===== src/source/afu_pkg.sv =====
/* Shared widths, beat and descriptor types for the memory copy kernel.
   Every RTL module takes these through a wildcard import. */
package afu_pkg;

  // ------------------------------------------------------------
  // Widths
  // ------------------------------------------------------------
  localparam int ADDR_W        = 64;  // AXI address
  localparam int DATA_W        = 64;  // One beat, 8 bytes
  localparam int LEN_W         = 8;   // AXI burst length field
  localparam int STAGE_CREDITS = 2;   // Write engine staging entries

  typedef logic [ADDR_W-1:0] addr_t;

  // One data beat, seen as bytes or as 32-bit lanes
  typedef union packed {
    logic [DATA_W/8-1:0][7:0]   bytes;
    logic [DATA_W/32-1:0][31:0] lanes;
  } beat_u;

  // Captured host descriptor
  typedef struct packed {
    addr_t       src;         // Read burst base
    addr_t       dst;         // Write burst base
    logic [31:0] count;       // Beats, 1 to 256
    logic        swap_read;   // Lane swap on rdata
    logic        swap_write;  // Lane swap on wdata
  } descriptor_t;

  // Reverse byte order inside each 32-bit lane when enabled
  function automatic beat_u swap_lanes(input beat_u beat, input logic enable);
    beat_u swapped;
    swapped = beat;
    if (enable) begin
      for (int l = 0; l < DATA_W/32; l++) begin
        for (int b = 0; b < 4; b++) begin
          swapped.bytes[4*l + b] = beat.lanes[l][8*(3-b) +: 8];  // Byte b takes byte 3-b
        end
      end
    end
    return swapped;
  endfunction

endpackage


===== src/source/afu_stream_if.sv =====
/* Credit-controlled beat link between two pipeline stages.
   The sender spends one credit per valid cycle, the receiver pulses credit per freed entry. */
`timescale 1ns/1ps

interface afu_stream_if import afu_pkg::*; ();

  logic  valid;   // Beat present this cycle
  beat_u beat;    // Payload
  logic  last;    // Final beat of the burst
  logic  credit;  // One entry freed downstream

  // Sending side
  modport producer (
    output valid,
    output beat,
    output last,
    input  credit
  );

  // Receiving side
  modport consumer (
    input  valid,
    input  beat,
    input  last,
    output credit
  );

endinterface


===== src/source/afu_control.sv =====
/* Kernel control. Stretches the reset, runs the ap_ctrl_chain handshake
   and captures the descriptor words on start. */
`timescale 1ns/1ps

module afu_control import afu_pkg::*; #(
  parameter int RESET_HOLD = 16
) (
  input  logic        ap_clk,
  input  logic        ap_rst_n,
  input  logic        ap_start,
  input  logic        ap_continue,
  input  logic [63:0] buffer_0,
  input  logic [63:0] buffer_1,
  input  logic [63:0] buffer_2,
  input  logic [63:0] buffer_3,
  input  logic        done,       // Write response accepted
  output logic        core_rst,   // Stretched reset for the datapath
  output logic        go,         // One-cycle run pulse
  output descriptor_t desc,
  output logic        ap_idle,
  output logic        ap_done,
  output logic        ap_ready
);

  typedef enum logic [1:0] {
    S_IDLE,
    S_BUSY,
    S_DONE,   // Holding ap_done for ap_continue
    S_REARM   // Waiting out the stretched reset
  } state_e;

  state_e                state;
  logic [RESET_HOLD-1:0] hold_sr;   // Ones shift out one per cycle
  logic                  start_ok;
  logic                  done_ack;

  assign start_ok = (state == S_IDLE) && ap_start && !core_rst;
  assign done_ack = (state == S_DONE) && ap_continue;  // Host took the result

  // ------------------------------------------------------------
  // Reset stretcher
  // ------------------------------------------------------------
  always_ff @(posedge ap_clk or negedge ap_rst_n) begin
    if (!ap_rst_n) begin
      hold_sr <= '1;               // Assert at once
    end else if (done_ack) begin
      hold_sr <= '1;               // Re-arm for the next run
    end else begin
      hold_sr <= hold_sr << 1;
    end
  end

  assign core_rst = hold_sr[RESET_HOLD-1];  // Drops RESET_HOLD edges after load

  // ------------------------------------------------------------
  // ap_ctrl_chain FSM
  // ------------------------------------------------------------
  always_ff @(posedge ap_clk or negedge ap_rst_n) begin
    if (!ap_rst_n) begin
      state    <= S_IDLE;
      go       <= 1'b0;
      ap_ready <= 1'b0;
    end else begin
      go       <= start_ok;          // Registered start
      ap_ready <= 1'b0;
      case (state)
        S_IDLE:  if (start_ok) state <= S_BUSY;
        S_BUSY: begin
          if (done) begin
            state    <= S_DONE;
            ap_ready <= 1'b1;        // Pulses with the rise of ap_done
          end
        end
        S_DONE:  if (ap_continue) state <= S_REARM;
        S_REARM: if (!core_rst) state <= S_IDLE;
        default: state <= S_IDLE;
      endcase
    end
  end

  assign ap_idle = (state == S_IDLE);
  assign ap_done = (state == S_DONE);

  // Descriptor words, stable for the whole run
  always_ff @(posedge ap_clk) begin
    if (start_ok) begin
      desc.src        <= buffer_0;
      desc.dst        <= buffer_1;
      desc.count      <= buffer_2[31:0];
      desc.swap_read  <= buffer_3[0];
      desc.swap_write <= buffer_3[1];
    end
  end

endmodule


===== src/source/afu_read_engine.sv =====
/* Read side of the copy. Issues one AXI read burst and pushes each beat,
   lane swapped on request, into the link while credits remain. */
`timescale 1ns/1ps

module afu_read_engine import afu_pkg::*; #(
  parameter int FIFO_DEPTH = 16
) (
  input  logic              ap_clk,
  input  logic              core_rst,
  input  logic              go,
  input  descriptor_t       desc,
  output logic              m00_axi_arvalid,
  input  logic              m00_axi_arready,
  output addr_t             m00_axi_araddr,
  output logic [LEN_W-1:0]  m00_axi_arlen,
  input  logic              m00_axi_rvalid,
  input  logic [DATA_W-1:0] m00_axi_rdata,
  input  logic              m00_axi_rlast,
  output logic              m00_axi_rready,
  afu_stream_if.producer    rd_link
);

  localparam int CRED_W = $clog2(FIFO_DEPTH + 1);

  logic [CRED_W-1:0] credits;   // Free FIFO entries as seen from here
  logic              rd_active; // Burst still owes beats
  logic              take;      // Beat accepted from memory
  beat_u             rd_word;

  // Address channel straight from the descriptor
  assign m00_axi_araddr = desc.src;
  assign m00_axi_arlen  = LEN_W'(desc.count - 32'd1);

  // Stall the memory once the FIFO view is full
  assign m00_axi_rready = rd_active && (credits != '0);
  assign take           = m00_axi_rvalid && m00_axi_rready;
  assign rd_word        = m00_axi_rdata;

  // ------------------------------------------------------------
  // Burst control
  // ------------------------------------------------------------
  always_ff @(posedge ap_clk or posedge core_rst) begin
    if (core_rst) begin
      m00_axi_arvalid <= 1'b0;
      rd_active       <= 1'b0;
    end else begin
      if (go) begin
        m00_axi_arvalid <= 1'b1;     // Rises the cycle after go
        rd_active       <= 1'b1;
      end else if (m00_axi_arready) begin
        m00_axi_arvalid <= 1'b0;
      end
      if (take && m00_axi_rlast) begin
        rd_active <= 1'b0;           // Whole burst received
      end
    end
  end

  // Credit count, spent per accepted beat, refilled per pop
  always_ff @(posedge ap_clk or posedge core_rst) begin
    if (core_rst) begin
      credits       <= CRED_W'(FIFO_DEPTH);
      rd_link.valid <= 1'b0;
    end else begin
      rd_link.valid <= take;
      case ({rd_link.credit, take})
        2'b10:   credits <= credits + 1'b1;
        2'b01:   credits <= credits - 1'b1;
        default: credits <= credits;   // None or both
      endcase
    end
  end

  // Beat payload
  always_ff @(posedge ap_clk) begin
    if (take) begin
      rd_link.beat <= swap_lanes(rd_word, desc.swap_read);
      rd_link.last <= m00_axi_rlast;
    end
  end

endmodule


===== src/source/afu_credit_fifo.sv =====
/* Beat FIFO between the read and write engines. Hands one credit back upstream
   per pop and sends downstream only while it holds staging credits. */
`timescale 1ns/1ps

module afu_credit_fifo import afu_pkg::*; #(
  parameter int FIFO_DEPTH = 16
) (
  input  logic           ap_clk,
  input  logic           core_rst,
  afu_stream_if.consumer rd_link,
  afu_stream_if.producer wr_link
);

  localparam int PTR_W = (FIFO_DEPTH > 1) ? $clog2(FIFO_DEPTH) : 1;
  localparam int CNT_W = $clog2(FIFO_DEPTH + 1);
  localparam int WCR_W = $clog2(STAGE_CREDITS + 1);

  beat_u             mem      [FIFO_DEPTH];
  logic              last_mem [FIFO_DEPTH];
  logic [PTR_W-1:0]  wr_ptr;
  logic [PTR_W-1:0]  rd_ptr;
  logic [CNT_W-1:0]  used;        // Entries held
  logic [WCR_W-1:0]  wr_credits;  // Free staging slots downstream
  logic              pop;

  // Wrap for any depth, not only powers of two
  function automatic logic [PTR_W-1:0] bump(input logic [PTR_W-1:0] ptr);
    return (ptr == PTR_W'(FIFO_DEPTH - 1)) ? '0 : ptr + 1'b1;
  endfunction

  assign pop = (used != '0) && (wr_credits != '0);

  // Storage, written by every pushed beat
  always_ff @(posedge ap_clk) begin
    if (rd_link.valid) begin
      mem[wr_ptr]      <= rd_link.beat;
      last_mem[wr_ptr] <= rd_link.last;
    end
    if (pop) begin
      wr_link.beat <= mem[rd_ptr];
      wr_link.last <= last_mem[rd_ptr];
    end
  end

  // ------------------------------------------------------------
  // Pointers and credits
  // ------------------------------------------------------------
  always_ff @(posedge ap_clk or posedge core_rst) begin
    if (core_rst) begin
      wr_ptr         <= '0;
      rd_ptr         <= '0;
      used           <= '0;
      wr_credits     <= WCR_W'(STAGE_CREDITS);
      wr_link.valid  <= 1'b0;
      rd_link.credit <= 1'b0;
    end else begin
      if (rd_link.valid) wr_ptr <= bump(wr_ptr);
      if (pop) rd_ptr <= bump(rd_ptr);
      used           <= used + CNT_W'(rd_link.valid) - CNT_W'(pop);
      wr_credits     <= wr_credits + WCR_W'(wr_link.credit) - WCR_W'(pop);
      wr_link.valid  <= pop;         // Leaves two cycles after push at best
      rd_link.credit <= pop;         // Entry freed upstream
    end
  end

endmodule


===== src/source/afu_write_engine.sv =====
/* Write side of the copy. Issues one AXI write burst, drains a two-entry
   staging buffer onto W with optional lane swap, and flags done on B. */
`timescale 1ns/1ps

module afu_write_engine import afu_pkg::*; (
  input  logic              ap_clk,
  input  logic              core_rst,
  input  logic              go,
  input  descriptor_t       desc,
  output logic              m00_axi_awvalid,
  input  logic              m00_axi_awready,
  output addr_t             m00_axi_awaddr,
  output logic [LEN_W-1:0]  m00_axi_awlen,
  output logic              m00_axi_wvalid,
  input  logic              m00_axi_wready,
  output logic [DATA_W-1:0] m00_axi_wdata,
  output logic              m00_axi_wlast,
  input  logic              m00_axi_bvalid,
  output logic              m00_axi_bready,
  afu_stream_if.consumer    wr_link,
  output logic              done
);

  beat_u            stage_q [STAGE_CREDITS];  // Staging slots
  logic             head;                     // Next slot to send
  logic             tail;                     // Next slot to fill
  logic [1:0]       fill;                     // 0 to 2 beats held
  logic [LEN_W-1:0] sent;                     // Beats accepted on W
  logic             push;
  logic             pop;

  assign m00_axi_awaddr = desc.dst;
  assign m00_axi_awlen  = LEN_W'(desc.count - 32'd1);

  // ------------------------------------------------------------
  // W channel
  // ------------------------------------------------------------
  assign push           = wr_link.valid;      // Space assured by credits
  assign m00_axi_wvalid = (fill != 2'd0);     // Held until wready
  assign pop            = m00_axi_wvalid && m00_axi_wready;
  assign m00_axi_wdata  = swap_lanes(stage_q[head], desc.swap_write);
  assign m00_axi_wlast  = (sent == m00_axi_awlen);  // By beat count

  assign done = m00_axi_bvalid && m00_axi_bready;   // Response taken

  always_ff @(posedge ap_clk) begin
    if (push) begin
      stage_q[tail] <= wr_link.beat;
    end
  end

  always_ff @(posedge ap_clk or posedge core_rst) begin
    if (core_rst) begin
      head           <= 1'b0;
      tail           <= 1'b0;
      fill           <= 2'd0;
      wr_link.credit <= 1'b0;
    end else begin
      if (push) tail <= ~tail;
      if (pop) head <= ~head;
      fill           <= fill + 2'(push) - 2'(pop);
      wr_link.credit <= pop;         // Slot freed, credit back to FIFO
    end
  end

  // ------------------------------------------------------------
  // AW and B channels, beat count
  // ------------------------------------------------------------
  always_ff @(posedge ap_clk or posedge core_rst) begin
    if (core_rst) begin
      m00_axi_awvalid <= 1'b0;
      m00_axi_bready  <= 1'b0;
      sent            <= '0;
    end else begin
      if (go) begin
        m00_axi_awvalid <= 1'b1;     // Rises the cycle after go
        sent            <= '0;
      end else begin
        if (m00_axi_awready) m00_axi_awvalid <= 1'b0;
        if (pop) sent <= sent + 1'b1;
      end
      if (pop && m00_axi_wlast) begin
        m00_axi_bready <= 1'b1;      // Last beat out, wait for B
      end else if (m00_axi_bvalid) begin
        m00_axi_bready <= 1'b0;
      end
    end
  end

endmodule


===== src/source/kernel_afu.sv =====
/* Top level of the memory copy kernel. Plain AXI and control ports,
   wiring control, read engine, credit FIFO and write engine. */
`timescale 1ns/1ps

module kernel_afu import afu_pkg::*; #(
  parameter int FIFO_DEPTH = 16,
  parameter int RESET_HOLD = 16
) (
  input  logic              ap_clk,
  input  logic              ap_rst_n,
  input  logic              ap_start,
  input  logic              ap_continue,
  output logic              ap_idle,
  output logic              ap_done,
  output logic              ap_ready,
  input  logic [63:0]       buffer_0,   // Source address
  input  logic [63:0]       buffer_1,   // Destination address
  input  logic [63:0]       buffer_2,   // Beat count
  input  logic [63:0]       buffer_3,   // Swap flags
  output logic              m00_axi_arvalid,
  input  logic              m00_axi_arready,
  output logic [ADDR_W-1:0] m00_axi_araddr,
  output logic [LEN_W-1:0]  m00_axi_arlen,
  input  logic              m00_axi_rvalid,
  input  logic [DATA_W-1:0] m00_axi_rdata,
  input  logic              m00_axi_rlast,
  output logic              m00_axi_rready,
  output logic              m00_axi_awvalid,
  output logic [ADDR_W-1:0] m00_axi_awaddr,
  output logic [LEN_W-1:0]  m00_axi_awlen,
  input  logic              m00_axi_awready,
  output logic              m00_axi_wvalid,
  output logic [DATA_W-1:0] m00_axi_wdata,
  output logic              m00_axi_wlast,
  input  logic              m00_axi_wready,
  input  logic              m00_axi_bvalid,
  output logic              m00_axi_bready
);

  logic        core_rst;
  logic        go;
  logic        done;
  descriptor_t desc;

  afu_stream_if rd_link ();   // Read engine to FIFO
  afu_stream_if wr_link ();   // FIFO to write engine

  afu_control #(.RESET_HOLD(RESET_HOLD)) control_i (
    .ap_clk, .ap_rst_n, .ap_start, .ap_continue,
    .buffer_0, .buffer_1, .buffer_2, .buffer_3,
    .done, .core_rst, .go, .desc,
    .ap_idle, .ap_done, .ap_ready
  );

  afu_read_engine #(.FIFO_DEPTH(FIFO_DEPTH)) read_i (
    .ap_clk, .core_rst, .go, .desc,
    .m00_axi_arvalid, .m00_axi_arready, .m00_axi_araddr, .m00_axi_arlen,
    .m00_axi_rvalid, .m00_axi_rdata, .m00_axi_rlast, .m00_axi_rready,
    .rd_link(rd_link.producer)
  );

  afu_credit_fifo #(.FIFO_DEPTH(FIFO_DEPTH)) fifo_i (
    .ap_clk, .core_rst,
    .rd_link(rd_link.consumer),
    .wr_link(wr_link.producer)
  );

  afu_write_engine write_i (
    .ap_clk, .core_rst, .go, .desc,
    .m00_axi_awvalid, .m00_axi_awready, .m00_axi_awaddr, .m00_axi_awlen,
    .m00_axi_wvalid, .m00_axi_wready, .m00_axi_wdata, .m00_axi_wlast,
    .m00_axi_bvalid, .m00_axi_bready,
    .wr_link(wr_link.consumer),
    .done
  );

endmodule


===== config.mk =====
export PLATFORM = sky130hd
export DESIGN_NAME = kernel_afu
export DESIGN_NICKNAME = d
export VERILOG_FILES = /design/src/source/afu_pkg.sv /design/src/source/afu_stream_if.sv /design/src/source/afu_control.sv /design/src/source/afu_read_engine.sv /design/src/source/afu_credit_fifo.sv /design/src/source/afu_write_engine.sv /design/src/source/kernel_afu.sv
export SDC_FILE = /design/constraint.sdc
export NUM_CORES = 1
export LEC_CHECK = 0
export BUFFER_PORTS_ARGS = -buffer_cell sky130_fd_sc_hd__buf_2
export CAP_MARGIN = 20
export CORE_ASPECT_RATIO = 0.9
export CORE_MARGIN = 5
export CORE_UTILIZATION = 55
export CTS_BUF_LIST = sky130_fd_sc_hd__clkbuf_8
export DETAILED_ROUTE_END_ITERATION = 7
export PLACE_DENSITY = 0.76
export SYNTH_ARGS = -nofsm -noshare
export SYNTH_HDL_FRONTEND = slang
export SYNTH_SLANG_ARGS = --single-unit

===== constraint.sdc =====
create_clock -name ap_clk -period 5.4 [get_ports ap_clk]
set_input_delay 0 -clock ap_clk [delete_from_list [all_inputs] [get_ports ap_clk]]
set_output_delay 0 -clock ap_clk [all_outputs]
set_load 0.02 [all_outputs]

# Word level (Yosys, flattened, before mapping)
# Memories as Yosys holds them, arrays and structs flattened. A register that Yosys moved wholly into a read port is not among the register bits.
# Index checks and enable logic that the tools add are counted.
# W data, S select, Z words.
# op_classes
eq_ne	12
bitwise	2
n_addsub	12
mux	27
reduce_logical	23
# ops
op	count
$mux W64	2
$mux W16	1
$mux W8	2
$reduce_bool A2 Y1	8
$mux W1	14
$logic_and A1 B1 Y1	10
$pmux W5 S2	1
$reduce_bool A5 Y1	2
$add A4 B1 Y4 const B	2
$add A8 B1 Y8 const B	1
$eq A4 B4 Y1 const B	2
$eq A8 B8 Y1	1
$mux W2	4
$mux W4	2
$pmux W2 S4	1
$sub A8 B1 Y8 const B	1
$eq A2 B2 Y1 const B	3
$add A5 B1 Y5	1
$add A5 B1 Y5 const B	1
$sub A5 B1 Y5	1
$sub A5 B1 Y5 const B	1
$add A2 B1 Y2	2
$eq A2 B1 Y1 const B	2
$ne A2 B1 Y1 const B	2
6 further kinds	9
# totals
output_inout_bits	217
mem_count	2
ff_bits	261
inputBits	330
ram_bits	1152
# memory_table
name	words	width	rd	rd_ports_with_merged_regs	wr	line	source
fifo_i.mem	16	64	1	1	1	afu_credit_fifo.sv:18	beat_u mem [FIFO_DEPTH];
write_i.stage_q	2	64	1	0	1	afu_write_engine.sv:24	beat_u stage_q [STAGE_CREDITS];

# Longest topological paths before layout
# Gate-level depths: netlist (run 1).
# depth
ltp_word	5
depth_mapped	11
depth_no_buf	11

# Cells and area by module
# Synthesis (run 1) repeated with hierarchy kept, for this count alone.
# unflattened
cells_unflattened	2748
area_unflattened_um2	58931.5
# modules_own_cells
mod	area_each_um2	n_inst	cells_each
afu_credit_fifo	42711.0	1	1897
afu_write_engine	6756.5	1	367
afu_control	5632.9	1	217
afu_read_engine	3831.2	1	267

# Least setup slack after synthesis (run 1)
# No wires, ideal clock.
# synth_timing
path_type	register to register
from	register read_i.rd_link.valid
to	memory fifo_i.mem[2][0] in the netlist's numbering (enable)
path_buffers	1
arrival_ns	5.110
path_slack_ns	-0.275
path_stages_with_launch	4
synth_period_minus_slack_ns	5.675
path_cell_list	dfrtp_1 clkbuf_1 nand2_1 nor3_1
# synth_via
elab_chain_cells	2
# synth_rtl
item	line	source
from (decl)	afu_stream_if.sv:14	output valid,
from (signal assigned)	afu_read_engine.sv:65	rd_link.valid <= take;
$mux W1	-	
$mux W1 (implied by the code)	afu_credit_fifo.sv:36	mem[wr_ptr] <= rd_link.beat;
to (decl)	afu_credit_fifo.sv:18	
# No other way between the ends.

# Worst setup path after layout (run 1)
# layout_timing
from	register read_i.credits[4]
to	register read_i.credits[4]
# layout_via
elab_chain_cells	5
# layout_rtl
item	line	source
from (decl)	afu_read_engine.sv:25	logic [CRED_W-1:0] credits;
from (signal assigned)	afu_read_engine.sv:62	credits <= CRED_W'(FIFO_DEPTH);
from (signal assigned)	afu_read_engine.sv:67	2'b10: credits <= credits + 1'b1;
from (signal assigned)	afu_read_engine.sv:68	2'b01: credits <= credits - 1'b1;
$reduce_bool A5 Y1 (*)	afu_read_engine.sv:35	assign m00_axi_rready = rd_active && (credits != '0);
$logic_and A1 B1 Y1 (*)	afu_read_engine.sv:35	
$logic_and A1 B1 Y1 (*)	afu_read_engine.sv:36	assign take = m00_axi_rvalid && m00_axi_rready;
net read_i.take	afu_read_engine.sv:27	logic take;
$eq A2 B1 Y1 / $eq A2 B2 Y1 (equally long branches)	afu_read_engine.sv:66	case ({rd_link.credit, take})
$pmux W5 S2 / $reduce_bool A2 Y1 (equally long branches)	-	
# The timed path passes the listed nets; every way through them passes the cells marked *.
# A chain may end at the register's enable or synchronous reset.

==> results of run 1 <==
-- worst min-delay path, delay by kind of cell --
family                 cells  cell delay (ns)
buffers and inverters      2             0.64
multiplexers               1             0.17
-- Yosys cell counts (25+ instances only) --
cell,number,share of area (%)
sky130_fd_sc_hd__buf_2,39,0.34
sky130_fd_sc_hd__clkbuf_1,75,0.49
sky130_fd_sc_hd__nor2b_1,65,0.71
sky130_fd_sc_hd__a21oi_1,72,0.63
sky130_fd_sc_hd__nand2_1,29,0.19
sky130_fd_sc_hd__mux2_2,66,1.3
sky130_fd_sc_hd__edfxtp_1,1418,75
sky130_fd_sc_hd__nor2_1,31,0.20
sky130_fd_sc_hd__a211oi_1,64,0.84
sky130_fd_sc_hd__buf_4,141,1.9
sky130_fd_sc_hd__mux2i_1,64,1.1
sky130_fd_sc_hd__dfrtp_1,41,1.8
sky130_fd_sc_hd__inv_1,25,0.16
sky130_fd_sc_hd__mux4_2,320,13
-- power by group --
| part | switching (W) | internal [W] | leakage, nW |
|---|---|---|---|
| clock | 0.00408 | 0.00415 | 2.25 |
| sequential | 0.00154 | 0.0148 | 13.6 |
| combinational | 0.00480 | 0.00409 | 7.53 |
| total | 0.0104 | 0.0230 | 23.4 |
-- flip-flops by register name, summed over array words and instances, names as in the netlist, 5 cells and up --
| signal | cells |
|---|---|
| fifo_i.wr_link.beat | 64 |
| write_i.stage_q | 128 |
| write_i.sent | 8 |
| read_i.credits | 5 |
| read_i.rd_link.beat | 64 |
| fifo_i.used | 5 |
| fifo_i.mem | 1024 |
| control_i.desc | 138 |
| control_i.hold_sr | 16 |
-- cell type report --
cell class | instances | area, um^2
Timing Repair Buffer | 907 | 6910
Antenna cell | 4 | 10.0
Fill cell | 6165 | 35200
Sequential cell | 1477 | 44100
Clock inverter | 150 | 817
Multi-Input combinational cell | 853 | 11400
Clock buffer | 224 | 3080
Tap cell | 1368 | 1710
Inverter | 25 | 93.8
-- worst max path at each step --
stage,endpoint,slack (ns),cells after the start
floorplan,control_i.desc[0],0.31,2
CTS,m00_axi_wdata[31],1.93,3
global route,m00_axi_wdata[31],1.83,3
global placement,fifo_i.wr_link.beat[45],2.40,5
finish,read_i.credits[4],2.06,11
detailed placement,read_i.credits[4],2.32,11
-- kinds of logic after synthesis --
family / count (synthesis) / share of synthesized area (%)
AO/OA/AOI/OAI: 161 / 1.76
XOR/XNOR: 38 / 0.584
adder cells (fa/ha/maj): 25 / 0.576
buffers and inverters: 284 / 2.89
flip-flops: 1477 / 77.4
multiplexers: 450 / 15.1
AND/OR/NAND/NOR: 179 / 1.71
-- metrics by stage --
step / area (um^2) / instances / total power [W] / hold slack (ns)
after floorplan: 57000 / 2614 / 0.0222 / -0.296
after global placement: 60000 / 4210 / 0.0247 / -0.0643
after detailed placement: 60000 / 4210 / 0.0251 / -0.0451
after CTS: 68100 / 5004 / 0.0335 / 0.00245
after global routing: 68100 / 5008 / 0.0349 / 0.00343
final: 68100 / 5008 / 0.0334 / 0.0636
-- per-layer routing --
metal / up-vias / wire length [um] / global-route usage (%) / share of wire (%)
li1: 12300 / - / - / -
met1: 15400 / 50800 / 33.8 / 36
met2: 1908 / 72200 / 43.6 / 51
met3: 297 / 13500 / 4.83 / 9.5
met4: 6 / 6290 / 11.1 / 4.4
met5: - / 41 / 0 / 0.029
-- timing repair --
item	4_1_cts	5_1_grt
hold buffers	420	0
hold endpoints to repair	331	0
gates resized for setup	0	0
==> metrics.txt, run 1 <==
# TYPE chip_impl_metric gauge
chip_impl_metric{name="drt_pass1_iterations",unit=""} 5
chip_impl_metric{name="timing.max_cap.violations",unit=""} 0
chip_impl_metric{name="critical_path_peak_fanout",unit=""} 14
chip_impl_metric{name="final_hpwl_from_detailed_placement",unit="mm"} 78.7
chip_impl_info{name="cp-start-kind",value="flip-flop"} 1
chip_impl_info{name="status",value="finished, final reports clean"} 1
chip_impl_metric{name="core",unit="mm^2"} 0.103
chip_impl_metric{name="first_iter_violations",unit=""} 3384
chip_impl_metric{name="wire_per_inst",unit="um"} 28.5
chip_impl_metric{name="power_density",unit="mW/mm^2"} 491
chip_impl_metric{name="grt_pass1_wl",unit="mm"} 208
chip_impl_metric{name="die_width",unit="um"} 349
chip_impl_info{name="timing.hold.worst.class",value="input port to flip-flop"} 1
chip_impl_info{name="tritoncts",value="done"} 1
chip_impl_info{name="worstHoldEndpoint",value="read_i.rd_link.beat[47]"} 1
chip_impl_info{name="worstReg2RegStart",value="read_i.credits[4]"} 1
chip_impl_metric{name="floorplan.die_area",unit="mm^2"} 0.110
chip_impl_metric{name="finalClockSkew",unit="ns"} 0.0433
chip_impl_metric{name="setup-tns-final",unit="ns"} 0
chip_impl_metric{name="syn_nets",unit=""} 2969
chip_impl_metric{name="layout_cells_sized_above_1",unit="%"} 32.5
chip_impl_metric{name="dieHeight",unit="um"} 315
chip_impl_metric{name="synth-warning-count",unit=""} 0
chip_impl_metric{name="worst_margin_pin_slew",unit="ns"} 1.11
chip_impl_info{name="timing.critical_path.to_type",value="flip-flop"} 1
chip_impl_metric{name="clock_insertion_delay_worst_skew",unit="ns"} 0.88
chip_impl_metric{name="start_util",unit="%"} 55.1
chip_impl_metric{name="tritoncts_num_sinks",unit=""} 1477
chip_impl_metric{name="timing.critical_path.arrival",unit="ns"} 4.13
chip_impl_metric{name="timing.hold.worst_path_depth",unit=""} 3
chip_impl_metric{name="netlist_instances",unit=""} 2614
chip_impl_metric{name="standard_cell_row_count",unit=""} 112
chip_impl_info{name="regToRegEndpoint",value="read_i.credits[4]"} 1
chip_impl_metric{name="detail-route-antenna-nets",unit=""} 0
chip_impl_info{name="cts_root_buffer",value="sky130_fd_sc_hd__clkbuf_8"} 1
chip_impl_metric{name="path_buf_inv",unit=""} 1
chip_impl_metric{name="tritoncts.num_buffers",unit=""} 216
chip_impl_metric{name="number_of_global_route_vias_before_repair",unit=""} 31200
chip_impl_metric{name="final_critical_path_setup_slack",unit="ns"} 2.06
chip_impl_metric{name="timing.slew.headroom",unit="%"} 25.8
chip_impl_metric{name="final_util",unit="%"} 65.9
chip_impl_metric{name="syn-cell-area",unit="mm^2"} 0.0569
chip_impl_metric{name="io_pins",unit=""} 547
chip_impl_metric{name="worst-r2r-cell-count",unit=""} 11
chip_impl_metric{name="worst-r2r-setup-slack",unit="ns"} 2.06
chip_impl_metric{name="route.detailed.drc",unit=""} 0
chip_impl_metric{name="totalWireLength",unit="mm"} 143
chip_impl_metric{name="yosys.cell_types.count",unit=""} 42
chip_impl_metric{name="number_of_setup_violations_in_the_final_report",unit=""} 0
chip_impl_metric{name="antenna_found_initial",unit=""} 10
chip_impl_metric{name="worst_ep_required_time",unit="ns"} 6.19
chip_impl_info{name="cp_top_family",value="simple AND/OR/NAND/NOR gates"} 1
chip_impl_metric{name="global_route.overflow_total",unit=""} 0
chip_impl_metric{name="ys_async_sr_fraction",unit="%"} 3.99
chip_impl_metric{name="grt_start_max_net_pins",unit=""} 105
chip_impl_metric{name="clock_path_buffers",unit=""} 3
chip_impl_metric{name="dr_total_vias",unit=""} 29900
chip_impl_metric{name="grtUsageTotal",unit="%"} 26.0
chip_impl_metric{name="timing.final.crit_share",unit="%"} 61.8
chip_impl_info{name="startpoint",value="read_i.credits[4]"} 1
chip_impl_metric{name="timing_hold_violations_final",unit=""} 0
chip_impl_metric{name="area.growth.synth_to_final",unit="%"} 19.6
chip_impl_metric{name="critPathMaxStageDelay",unit="ns"} 0.55
chip_impl_info{name="most_common_cell_after_layout_fill_and_taps_aside",value="sky130_fd_sc_hd__edfxtp_1"} 1
chip_impl_metric{name="synth-seq-cells",unit=""} 1477
chip_impl_metric{name="standby_leakage_power",unit="nW"} 23.4
chip_impl_info{name="worst-setup-path-type",value="flip-flop to flip-flop"} 1
chip_impl_metric{name="worst_slack_at_placement",unit="ns"} 2.32
chip_impl_metric{name="cts_max_level",unit=""} 4
chip_impl_metric{name="clk_pin_slew",unit="ns"} 0.07
chip_impl_metric{name="drv_slew",unit=""} 0
chip_impl_metric{name="cts.repair_timing.setup_buffer_count",unit=""} 0
chip_impl_metric{name="detail_route.vias_per_cell",unit=""} 5.97
chip_impl_metric{name="synth-edff-count",unit=""} 1418
chip_impl_metric{name="count_of_input_and_output_buffers",unit=""} 428
chip_impl_metric{name="average_cell_area_after_synthesis",unit="um^2"} 21.8
chip_impl_info{name="synth-main-ff-cell",value="sky130_fd_sc_hd__edfxtp_1"} 1
chip_impl_metric{name="vdd_drop_max",unit="mV"} 0.392
chip_impl_metric{name="fmax",unit="GHz"} 0.300
chip_impl_metric{name="synth.yosys.seq_area_share",unit="%"} 77.4
chip_impl_metric{name="globalplace.congestion",unit=""} 0.996
chip_impl_info{name="critical_path.cell_chain",value="nor4_1 -> a21boi_0 -> and2_4 -> ha_1 -> inv_1 -> fa_1 -> nor2b_1 -> o21ai_0 -> and3_1 -> nor3_1 -> xor2_1"} 1
chip_impl_info{name="grt_setup_unrepaired",value="no"} 1
chip_impl_info{name="critical-path-slowest-cell",value="sky130_fd_sc_hd__dfstp_2"} 1
chip_impl_metric{name="nets",unit=""} 3835
chip_impl_info{name="final_cell_mix",value="sky130_fd_sc_hd__edfxtp_1, sky130_fd_sc_hd__buf_2, sky130_fd_sc_hd__dlygate4sd3_1"} 1
chip_impl_info{name="holdCritStartpoint",value="m00_axi_rdata[47]"} 1
chip_impl_metric{name="finalWorstPathRequiredPeriod",unit="ns"} 3.34
Note: power is estimated with default switching activity, not from simulation.
==> run 2: changes to the inputs <==
Clock period 5.4 ns to 3.3 ns, I/O delays scaled along.
==> run 2 against run 1 <==
  * Combinational power rose by 69%
  * Utilization rose by 0.60 points
  * Critical path type is now flip-flop to output pin
  * Critical path depth fell by 3
  * Clock power rose by 63%
  * Flip-flop and latch count did not move
  * Sequential power rose by 63%
  * Clock skew rose by 0.011 ns
  * Sequential share of layout area fell by 0.58 points
  * Largest cell class unchanged
  * Setup slack got worse by 1.7 ns
  * Non-clock buffer count rose by 33
==> metrics.txt, run 2 (same netlist as run 1, synthesis figures left out) <==
# TYPE chip_impl_metric gauge
chip_impl_metric{name="timing.final.crit_share",unit="%"} 89.9
chip_impl_info{name="cp_top_family",value="simple AND/OR/NAND/NOR gates"} 1
chip_impl_info{name="critical-path-slowest-cell",value="sky130_fd_sc_hd__edfxtp_1"} 1
chip_impl_info{name="most_common_cell_after_layout_fill_and_taps_aside",value="sky130_fd_sc_hd__edfxtp_1"} 1
chip_impl_metric{name="worst_ep_required_time",unit="ns"} 3.30
chip_impl_info{name="status",value="finished, final reports clean"} 1
chip_impl_metric{name="total_power",unit="W"} 0.0549
chip_impl_metric{name="largest_reg_flops",unit=""} 1024
chip_impl_metric{name="standby_leakage_power",unit="nW"} 23.7
chip_impl_metric{name="area.growth.synth_to_final",unit="%"} 20.7
chip_impl_metric{name="final_critical_path_setup_slack",unit="ns"} 0.335
chip_impl_metric{name="post_cts_resized",unit=""} 0
chip_impl_metric{name="timing.slew.headroom",unit="%"} 35.0
chip_impl_metric{name="grt_pass1_wl",unit="mm"} 202
chip_impl_metric{name="critPathMaxStageDelay",unit="ns"} 0.45
chip_impl_metric{name="detail_route.vias_per_cell",unit=""} 5.81
chip_impl_metric{name="antenna_found_initial",unit=""} 10
chip_impl_info{name="cp-start-kind",value="flip-flop"} 1
chip_impl_metric{name="path_buf_inv",unit=""} 2
chip_impl_info{name="largest_registers",value="fifo_i.mem x1024, control_i.desc x138, write_i.stage_q x128"} 1
chip_impl_metric{name="vdd_drop_max",unit="mV"} 0.625
chip_impl_metric{name="globalplace.congestion",unit=""} 0.952
chip_impl_metric{name="clk_pin_slew",unit="ns"} 0.06
chip_impl_metric{name="totalWireLength",unit="mm"} 137
chip_impl_metric{name="clock_path_buffers",unit=""} 3
chip_impl_metric{name="count_of_input_and_output_buffers",unit=""} 428
chip_impl_metric{name="timing.critical_path.arrival",unit="ns"} 2.97
chip_impl_metric{name="power_density",unit="mW/mm^2"} 799
chip_impl_metric{name="grtUsageTotal",unit="%"} 25.0
chip_impl_metric{name="worst_slack_at_placement",unit="ns"} 0.563
chip_impl_info{name="critical_path.cell_chain",value="inv_1 -> ha_1 -> nor3b_2 -> nor3b_1 -> nand3_1 -> o31a_1 -> nor3_1 -> buf_2"} 1
chip_impl_metric{name="number_of_global_route_vias_before_repair",unit=""} 31400
chip_impl_metric{name="nets",unit=""} 3872
chip_impl_metric{name="route.detailed.drc",unit=""} 0
chip_impl_info{name="grt_setup_unrepaired",value="no"} 1
chip_impl_metric{name="dieHeight",unit="um"} 315
chip_impl_metric{name="cts_max_level",unit=""} 4
chip_impl_metric{name="global_route.overflow_total",unit=""} 0
chip_impl_metric{name="timing.max_cap.violations",unit=""} 0
chip_impl_metric{name="number_of_setup_violations_in_the_final_report",unit=""} 0
chip_impl_metric{name="drv_slew",unit=""} 0
chip_impl_metric{name="timing_hold_violations_final",unit=""} 0
chip_impl_metric{name="io_pins",unit=""} 547
chip_impl_metric{name="first_iter_violations",unit=""} 2916
chip_impl_info{name="final_cell_mix",value="sky130_fd_sc_hd__edfxtp_1, sky130_fd_sc_hd__dlygate4sd3_1, sky130_fd_sc_hd__buf_2"} 1
chip_impl_metric{name="critical_path_peak_fanout",unit=""} 5
chip_impl_info{name="cts_root_buffer",value="sky130_fd_sc_hd__clkbuf_8"} 1
chip_impl_metric{name="die_width",unit="um"} 349
chip_impl_info{name="timing.hold.worst.class",value="input port to flip-flop"} 1
chip_impl_metric{name="layout_cells_sized_above_1",unit="%"} 32.9
chip_impl_metric{name="dr_total_vias",unit=""} 29500
chip_impl_info{name="worst-setup-path-type",value="flip-flop to output pin"} 1
chip_impl_metric{name="detail-route-antenna-nets",unit=""} 0
chip_impl_metric{name="finalClockSkew",unit="ns"} 0.0543
chip_impl_info{name="tritoncts",value="done"} 1
chip_impl_metric{name="tritoncts.num_buffers",unit=""} 220
chip_impl_metric{name="core",unit="mm^2"} 0.103
chip_impl_metric{name="final_hpwl_from_detailed_placement",unit="mm"} 77.9
chip_impl_metric{name="standard_cell_row_count",unit=""} 112
chip_impl_metric{name="fmax",unit="GHz"} 0.337
chip_impl_metric{name="grt_start_max_net_pins",unit=""} 76
chip_impl_info{name="timing.critical_path.to_type",value="output pin"} 1
chip_impl_metric{name="finalWorstPathRequiredPeriod",unit="ns"} 2.97
chip_impl_metric{name="worst_margin_pin_slew",unit="ns"} 0.975
chip_impl_info{name="largest-register",value="fifo_i.mem"} 1
chip_impl_metric{name="tritoncts_num_sinks",unit=""} 1477
chip_impl_metric{name="clock_insertion_delay_worst_skew",unit="ns"} 0.88
chip_impl_metric{name="start_util",unit="%"} 55.1
chip_impl_metric{name="wire_per_inst",unit="um"} 27.0
chip_impl_metric{name="floorplan.die_area",unit="mm^2"} 0.110
chip_impl_metric{name="drt_pass1_iterations",unit=""} 5
-- run 2: cell types whose count changed in the layout (fill, tap and decap cells not counted), sizes merged --
| cell | delta |
|---|---|
| inv | +4 |
| dlygate4sd3 | +11 |
| diode | +2 |
| clkbuf | -3 |
| bufinv | -3 |
| clkinv | +35 |
| clkinvlp | +3 |
| buf | +22 |
-- run 2: worst paths after layout --
kind / start / end / slack, ns / cells past startpoint
max: control_i.desc[2] / m00_axi_wlast / 0.33 / 8
min in group asynchronous: ap_rst_n / control_i.state[0] / 0.41 / 3
min: m00_axi_rdata[60] / read_i.rd_link.beat[36] / 0.08 / 3
max reg2reg: fifo_i.rd_ptr[0] / fifo_i.wr_link.beat[24] / 0.54 / 5
min reg2reg: control_i.hold_sr[15] / write_i.tail / 0.43 / 2
max in group asynchronous: ap_rst_n / control_i.go / 2.35 / 3
-- run 2: power by group --
part	total [W]	switching (W)	internal (W)
Combinational	0.0150	0.00805	0.00694
Sequential	0.0265	0.00225	0.0242
Clock	0.0134	0.00682	0.00660
Total	0.0549	0.0171	0.0378
-- run 2: routing by layer --
metal	vias up	part of all wire, %	routed length (um)	GRT usage (%)
li1	12400	-	-	-
met1	15100	35	48100	31.1
met2	1689	52	71400	43.1
met3	292	8.8	12100	4.91
met4	2	4.1	5650	10.7
met5	-	0.0066	9	0
-- run 2: timing repair --
action                                 CTS  global route
hold buffers                           431             0
buffers inserted                         0             0
endpoints found under the hold margin  386             0
-- run 2: stage by stage --
step / cells / hold slack, ns / util [%] / TNS [ns] / area [um^2]
2_1_floorplan: 2614 / -0.296 / - / -652.72 / 57000
3_3_place_gp: 4232 / -0.0629 / 58.5 / 0 / 60400
3_5_place_dp: 4232 / -0.0429 / 58.5 / 0 / 60400
4_1_cts: 5073 / 0.000665 / 66.5 / 0 / 68700
5_1_grt: 5079 / 0.0373 / 66.5 / 0 / 68700
6_report: 5079 / 0.0785 / 66.5 / 0 / 68700
-- run 2: layout make-up --
class	instances	area (um^2)
multi-input cells	853	11400
fillers	6168	34600
clock inverters	189	973
flip-flops and latches	1477	44100
clock buffers	221	3040
inverters	25	93.8
diodes	6	15.0
well taps	1368	1710
repair buffers	940	7410
-- run 2: worst register-to-register path: cells and delay by family, from the launching register on --
kind | cells | cell delay (ns)
multiplexers | 1 | 0.53
buffers and inverters | 2 | 0.66
AO/OA/AOI/OAI | 2 | 0.40
flip-flops | 1 | 0.89
